--- config.mk ---
export PLATFORM = sky130hd
export DESIGN_NAME = uart_top
export DESIGN_NICKNAME = d
export VERILOG_FILES = /design/src/uart_pkg.sv /design/src/uart_baud_gen.sv /design/src/uart_tx.sv /design/src/uart_rx.sv /design/src/uart_top.sv
export SDC_FILE = /design/constraint.sdc
export NUM_CORES = 1
export LEC_CHECK = 0
export BUFFER_PORTS_ARGS = -buffer_cell sky130_fd_sc_hd__clkbuf_2
export CAP_MARGIN = 10
export CORE_MARGIN = 8
export CORE_UTILIZATION = 45
export DETAILED_ROUTE_END_ITERATION = 12
export PLACE_DENSITY_LB_ADDON = 0.3
export SYNTH_ARGS = -nofsm -noshare
export SYNTH_HDL_FRONTEND = slang
export SYNTH_SLANG_ARGS = --single-unit
--- constraint.sdc ---
create_clock -name clk -period 1.9 [get_ports clk]
set_clock_uncertainty 0.1 [all_clocks]
set_input_delay 0.095 -clock clk [delete_from_list [all_inputs] [get_ports clk]]
set_output_delay 0.095 -clock clk [all_outputs]
set_load 0.1 [all_outputs]
--- src/uart_pkg.sv ---
package uart_pkg;

	// parity sense of the optional parity bit
	typedef enum logic {
		PARITY_EVEN = 1'b0, // data xor parity is 0
		PARITY_ODD  = 1'b1  // data xor parity is 1
	} parity_e;

	// receiver phases, one per field of the frame
	typedef enum logic [2:0] {
		RX_IDLE   = 3'd0, // line high, waiting for falling edge
		RX_START  = 3'd1, // counting to start bit centre
		RX_DATA   = 3'd2, // sampling data bits
		RX_PARITY = 3'd3, // sampling parity bit
		RX_STOP   = 3'd4  // sampling stop bit, word is presented here
	} rx_state_e;

	// ticks per serial bit
	// rx centre sampling counts half of this to reach mid start bit
	localparam int OVERSAMPLE = 8;

	// flops in the rx input synchronizer
	localparam int SYNC_STAGES = 3;

endpackage

--- src/uart_baud_gen.sv ---
module uart_baud_gen #(
	parameter int CLKS_PER_TICK = 16 // clk cycles per oversampling tick
) (
	input  logic clk,
	input  logic reset,
	output logic o_tick
);

	// counter needs at least one bit even for a divide by one
	localparam int CNT_W = (CLKS_PER_TICK > 1) ? $clog2(CLKS_PER_TICK) : 1;

	logic [CNT_W-1:0] clk_cnt; // cycles since last tick

	always_ff @(posedge clk) begin
		if (reset) begin
			clk_cnt <= '0;
			o_tick  <= 1'b0;
		end else if (clk_cnt == CNT_W'(CLKS_PER_TICK - 1)) begin
			clk_cnt <= '0;   // wrap
			o_tick  <= 1'b1; // one cycle strobe
		end else begin
			clk_cnt <= clk_cnt + 1'b1;
			o_tick  <= 1'b0;
		end
	end

endmodule

--- src/uart_tx.sv ---
module uart_tx import uart_pkg::*; #(
	parameter int      DATA_WIDTH     = 8,          // data bits per frame
	parameter int      PARITY_ENABLED = 1,          // 1 sends a parity bit
	parameter parity_e PARITY_TYPE    = PARITY_EVEN // even or odd sense
) (
	input  logic                  clk,
	input  logic                  reset,
	input  logic                  i_tick,   // oversampling strobe
	input  logic                  i_enable, // single cycle send request
	input  logic [DATA_WIDTH-1:0] i_data,   // word, taken with i_enable
	output logic                  o_busy,   // high for the whole frame
	output logic                  o_tx      // serial line, idles high
);

	// start + data + optional parity + stop
	localparam int FRAME_W = DATA_WIDTH + PARITY_ENABLED + 2;
	localparam int TICK_W  = $clog2(OVERSAMPLE);
	localparam int BIT_W   = $clog2(FRAME_W);

	logic [FRAME_W-1:0] shift_reg;  // PISO, bit 0 goes out next
	logic [FRAME_W-1:0] frame_load; // frame built from i_data
	logic [TICK_W-1:0]  tick_cnt;   // ticks into current bit
	logic [BIT_W-1:0]   bit_cnt;    // index of bit on the line
	logic               started;    // start bit is on the line
	logic               parity_bit;
	logic               accept;     // enable taken this cycle

	assign accept = i_enable && !o_busy; // enable while busy is dropped

	// even parity is the plain xor, odd flips it
	assign parity_bit = (^i_data) ^ (PARITY_TYPE == PARITY_ODD);

	always_comb begin
		frame_load                 = '1;
		frame_load[0]              = 1'b0;   // start bit
		frame_load[DATA_WIDTH:1]   = i_data; // lsb first on the line
		if (PARITY_ENABLED != 0) begin
			frame_load[DATA_WIDTH+1] = parity_bit;
		end
		frame_load[FRAME_W-1]      = 1'b1;   // stop bit
	end

	// frame register shifts right once per bit period
	always_ff @(posedge clk) begin
		if (accept) begin
			shift_reg <= frame_load;
		end else if (o_busy && i_tick) begin
			if (!started || tick_cnt == TICK_W'(OVERSAMPLE - 1)) begin
				shift_reg <= {1'b1, shift_reg[FRAME_W-1:1]}; // next bit to bit 0
			end
		end
	end

	always_ff @(posedge clk) begin
		if (reset) begin
			o_busy   <= 1'b0;
			o_tx     <= 1'b1; // idle line
			started  <= 1'b0;
			tick_cnt <= '0;
			bit_cnt  <= '0;
		end else if (accept) begin
			o_busy  <= 1'b1;
			started <= 1'b0; // wait for the next tick to align the start bit
		end else if (o_busy && i_tick) begin
			if (!started) begin
				o_tx     <= shift_reg[0]; // start bit
				started  <= 1'b1;
				tick_cnt <= '0;
				bit_cnt  <= '0;
			end else if (tick_cnt == TICK_W'(OVERSAMPLE - 1)) begin
				tick_cnt <= '0;
				if (bit_cnt == BIT_W'(FRAME_W - 1)) begin
					// stop bit done, line stays high
					o_busy  <= 1'b0;
					started <= 1'b0;
					o_tx    <= 1'b1;
				end else begin
					o_tx    <= shift_reg[0];
					bit_cnt <= bit_cnt + 1'b1;
				end
			end else begin
				tick_cnt <= tick_cnt + 1'b1;
			end
		end
	end

endmodule

--- src/uart_rx.sv ---
module uart_rx import uart_pkg::*; #(
	parameter int      DATA_WIDTH     = 8,          // data bits per frame
	parameter int      PARITY_ENABLED = 1,          // 1 expects a parity bit
	parameter parity_e PARITY_TYPE    = PARITY_EVEN // even or odd sense
) (
	input  logic                  clk,
	input  logic                  reset,
	input  logic                  i_tick,       // oversampling strobe
	input  logic                  i_rx,         // asynchronous serial line
	output logic [DATA_WIDTH-1:0] o_data,       // last received word
	output logic                  o_data_valid, // one cycle at stop sample
	output logic                  o_rx_error    // parity mismatch, with valid
);

	localparam int TICK_W = $clog2(OVERSAMPLE);
	localparam int BIT_W  = (DATA_WIDTH > 1) ? $clog2(DATA_WIDTH) : 1;

	// start bit centre is half a bit after the edge
	localparam logic [TICK_W-1:0] HALF_BIT = TICK_W'(OVERSAMPLE / 2 - 1);
	localparam logic [TICK_W-1:0] FULL_BIT = TICK_W'(OVERSAMPLE - 1);

	// accumulator seed, so a good frame always ends at zero
	localparam logic PARITY_SEED = (PARITY_TYPE == PARITY_ODD);

	logic [SYNC_STAGES-1:0] sync_q;     // metastability chain
	logic                   rx_bit;     // synchronized line
	rx_state_e              state;
	logic [TICK_W-1:0]      tick_cnt;   // ticks since last sample
	logic [BIT_W-1:0]       bit_cnt;    // data bits taken so far
	logic [DATA_WIDTH-1:0]  shift_reg;  // word being assembled
	logic                   parity_acc; // running xor of data and parity
	logic                   sample;     // bit centre reached this cycle

	assign rx_bit = sync_q[SYNC_STAGES-1];
	assign sample = i_tick && (tick_cnt == FULL_BIT);

	// resets to one so an idle line does not look like a start edge
	always_ff @(posedge clk) begin
		if (reset) begin
			sync_q <= '1;
		end else begin
			sync_q <= {sync_q[SYNC_STAGES-2:0], i_rx};
		end
	end

	// data shifts in at the top, so the first bit ends up at bit 0
	always_ff @(posedge clk) begin
		if (state == RX_DATA && sample) begin
			shift_reg <= {rx_bit, shift_reg[DATA_WIDTH-1:1]};
		end
	end

	always_ff @(posedge clk) begin
		if (reset) begin
			state        <= RX_IDLE;
			tick_cnt     <= '0;
			bit_cnt      <= '0;
			parity_acc   <= 1'b0;
			o_data       <= '0;
			o_data_valid <= 1'b0;
			o_rx_error   <= 1'b0;
		end else begin
			o_data_valid <= 1'b0; // pulses by default
			o_rx_error   <= 1'b0;

			// tick counter runs in every state but idle
			if (state == RX_IDLE) begin
				tick_cnt <= '0;
			end else if (i_tick) begin
				if (tick_cnt == FULL_BIT || (state == RX_START && tick_cnt == HALF_BIT)) begin
					tick_cnt <= '0;
				end else begin
					tick_cnt <= tick_cnt + 1'b1;
				end
			end

			case (state)
				RX_IDLE: begin
					if (!rx_bit) begin
						state <= RX_START; // falling edge seen
					end
				end
				RX_START: begin
					if (i_tick && tick_cnt == HALF_BIT) begin
						if (!rx_bit) begin
							state      <= RX_DATA; // confirmed at mid start bit
							bit_cnt    <= '0;
							parity_acc <= PARITY_SEED;
						end else begin
							state <= RX_IDLE; // glitch, back to waiting
						end
					end
				end
				RX_DATA: begin
					if (sample) begin
						parity_acc <= parity_acc ^ rx_bit;
						if (bit_cnt == BIT_W'(DATA_WIDTH - 1)) begin
							state <= (PARITY_ENABLED != 0) ? RX_PARITY : RX_STOP;
						end else begin
							bit_cnt <= bit_cnt + 1'b1;
						end
					end
				end
				RX_PARITY: begin
					if (sample) begin
						parity_acc <= parity_acc ^ rx_bit;
						state      <= RX_STOP;
					end
				end
				RX_STOP: begin
					if (sample) begin
						o_data       <= shift_reg; // held until the next frame
						o_data_valid <= 1'b1;
						o_rx_error   <= (PARITY_ENABLED != 0) && parity_acc;
						state        <= RX_IDLE;   // mid stop bit, line is high
					end
				end
				default: begin
					state <= RX_IDLE;
				end
			endcase
		end
	end

endmodule

--- src/uart_top.sv ---
module uart_top import uart_pkg::*; #(
	parameter int      DATA_WIDTH     = 8,           // 5 to 9 data bits
	parameter int      PARITY_ENABLED = 1,           // 0 drops the parity bit
	parameter parity_e PARITY_TYPE    = PARITY_EVEN,
	parameter int      CLKS_PER_TICK  = 16           // baud divisor
) (
	input  logic                  clk,
	input  logic                  reset,
	input  logic                  i_enable,     // tx send strobe
	input  logic [DATA_WIDTH-1:0] i_data,       // tx word
	output logic                  o_busy,       // tx frame in progress
	output logic                  o_tx,         // tx serial line
	input  logic                  i_rx,         // rx serial line
	output logic [DATA_WIDTH-1:0] o_data,       // rx word
	output logic                  o_data_valid, // rx word strobe
	output logic                  o_rx_error    // rx parity error strobe
);

	logic tick; // shared so tx and rx agree on the bit period

	uart_baud_gen #(
		.CLKS_PER_TICK(CLKS_PER_TICK)
	) u_baud_gen (
		.clk   (clk),
		.reset (reset),
		.o_tick(tick)
	);

	uart_tx #(
		.DATA_WIDTH    (DATA_WIDTH),
		.PARITY_ENABLED(PARITY_ENABLED),
		.PARITY_TYPE   (PARITY_TYPE)
	) u_tx (
		.clk     (clk),
		.reset   (reset),
		.i_tick  (tick),
		.i_enable(i_enable),
		.i_data  (i_data),
		.o_busy  (o_busy),
		.o_tx    (o_tx)
	);

	uart_rx #(
		.DATA_WIDTH    (DATA_WIDTH),
		.PARITY_ENABLED(PARITY_ENABLED),
		.PARITY_TYPE   (PARITY_TYPE)
	) u_rx (
		.clk         (clk),
		.reset       (reset),
		.i_tick      (tick),
		.i_rx        (i_rx),
		.o_data      (o_data),
		.o_data_valid(o_data_valid),
		.o_rx_error  (o_rx_error)
	);

endmodule

==> results.ini <==
[layout]
fin_cells=323
drive_gt1_share_pct=22.5
final_cell_mix=dfxtp_1 (38), clkbuf_2 (23), nor2_1 (21)
layout_commonest_cell=dfxtp_1
n_fill_cell=482
num_antenna_cells=0
fin_nets=274
syn_to_final_growth_pct=16.2
largest_reg_flops=10

[global_route]
grtUsageTotal_pct=11.4
grt_pass1_wl_um=7020
grt_start_max_net_pins=19
grt_overflow=0
grt_pass1_vias=1563
antenna_found_initial=0

[synthesis]
synth.distinct_cells=48
synth-edff-count=17
yosysSeqAreaShare_pct=53.5
avgSynthCellArea_um2=11.2
synth_top_area_share_pct=32.3
synthCells=216
synthesis.area_mm2=0.00241
async_reset_ff_share_pct=0
synth_fp_nets=238
synthFlopType=dfxtp_1
synth_area_leaders=dfxtp_1 (32%), edfxtp_1 (21%), ha_1 (5.2%), mux2i_1 (4.6%), a22o_1 (3.6%)
ys_warn_count=0
yosysTopAreaCell=dfxtp_1
synth.ff_latch_count=56

[hold_path]
hold_class=in2reg
hp-start=i_data[3]

[clocking]
cts_setup_buffers=0
htree_levels=2
clock_path_buffers=2
clk_latency_ns=0.31
cts_sinks=56
clk_pin_slew_ns=0.10
cts_tree=built
cts-root-buf=clkbuf_8
cts_buffers=5

[critical_path]
worstPathMaxFanout=6
required_ns=2.06
critPathKind=reg2reg
critPathCaptureType=flop
cp.arrival_ns=1.96
crit_start=u_rx.tick_cnt[0]
startpoint_type=flop
worstReg2RegStart=u_rx.tick_cnt[0]

[timing]
hold_violations=0
setup_tns_ns=0
fmax_mhz=557
min_period_ns=1.80
finalSetupViolCount=0
fin_crit_sh_pct=94.5
hold_ws_ns=0.00582
finalMaxSlewViolations=0
setup_slack_ns=0.104
rsz0062_at_grt=no
tightest_slew_ns=0.546
maxSlewHeadroom_pct=63.8

[drt]
ant_nets=0
dr.first_iter.drc_count=130
drc_errors=0
post_drt_wl_per_cell_um=12.9
drt-total-wl_um=4170
avgViaCountPerCell=5.08
drt_pass1_iterations=4
via_count=1641

[pwr]
finalPower_uw=2050
p_leak_uw=0.00112
ir_drop_v=0.000380
cellPowerDensity_mw_per_mm2=732

[die]
ios=24
start_util_pct=47.0
die_w_um=89.2
die_h_um=89.2
core.rowCount=26
die-area_mm2=0.00796
core-area_mm2=0.00514

[placed_design]
place_ws_ns=0.0371
globalplace.congestion=0.733
dp.cells=306
hpwl_um=2890
io_buffers=23

[flow_run]
drv_cap=0

[run_status]
status=completed

-- path summary, 6_finish.rpt --
kind,to,slack (ns),cells after the start
max,u_rx.bit_cnt[0],0.10,6
min,u_tx.shift_reg[4],0.006,2
max reg2reg,u_rx.bit_cnt[0],0.10,6
min reg2reg,u_rx.sync_q[2],0.32,1
-- cells by family after synthesis --
family                   after synthesis  share of synthesized area [%]
AND/OR/NAND/NOR                       74                           17.8
flip-flops                            56                           53.5
adder cells (fa/ha/maj)               10                           5.18
XOR/XNOR                              10                           3.63
buffers and inverters                 18                           4.20
AO/OA/AOI/OAI                         35                           10.2
multiplexers                          13                           5.50
-- through the flow --
| step | cell area, µm² | utilization, % |
|---|---|---|
| 2_1_floorplan | 2420 | - |
| 3_3_place_gp | 2620 | 51.0 |
| 3_5_place_dp | 2620 | 51.0 |
| 4_1_cts | 2800 | 54.5 |
| 5_1_grt | 2810 | 54.6 |
| 6_report | 2810 | 54.6 |
-- routing by layer --
layer	vias up	GRT usage (%)	part of all wire [%]
met3	7	3.77	4.1
met1	774	14.1	47
met4	0	5.44	1.9
met5	-	0	0
met2	19	17.6	47
li1	841	-	-
-- power by group --
| part | internal, µW | leakage (µW) | switching, µW |
|---|---|---|---|
| clock network | 263 | 0.0000447 | 394 |
| registers | 1250 | 0.000477 | 14.0 |
| logic | 64.8 | 0.000600 | 64.9 |
-- worst max-delay path: stages (launching register included) --
cell     delay [ns]
dfxtp_1        0.33
ha_1           0.21
ha_1           0.25
and2_1         0.22
a32o_2         0.28
a21oi_2        0.19
mux2_2         0.17
-- cell type report --
| type | instances | area, µm² | share of cell area [%] |
|---|---|---|---|
| clock buffers | 5 | 68.8 | 2.45 |
| clock inverters | 3 | 22.5 | 0.803 |
| inverters | 6 | 22.5 | 0.803 |
| multi-input cells | 142 | 1020 | 36.5 |
| flip-flops and latches | 56 | 1290 | 46.2 |
| well taps | 70 | 87.6 | 3.12 |
| repair buffers | 41 | 285 | 10.2 |
-- cells in the mapped netlist, types with 5 or more instances --
master	n
mux2i_1	11
and2_1	5
xnor2_1	8
dfxtp_1	39
clkbuf_1	5
nand3_1	5
nand2_1	8
ha_1	10
a21oi_1	11
nor2_1	21
nor3_1	6
a22o_1	10
edfxtp_1	17
inv_1	5
-- timing repair --
item,CTS,global route
endpoints found under the setup margin,0,9
endpoints found under the hold margin,11,0
resized for setup,0,1
hold buffers,9,0
No activity file was read; power rests on OpenSTA's default activity.
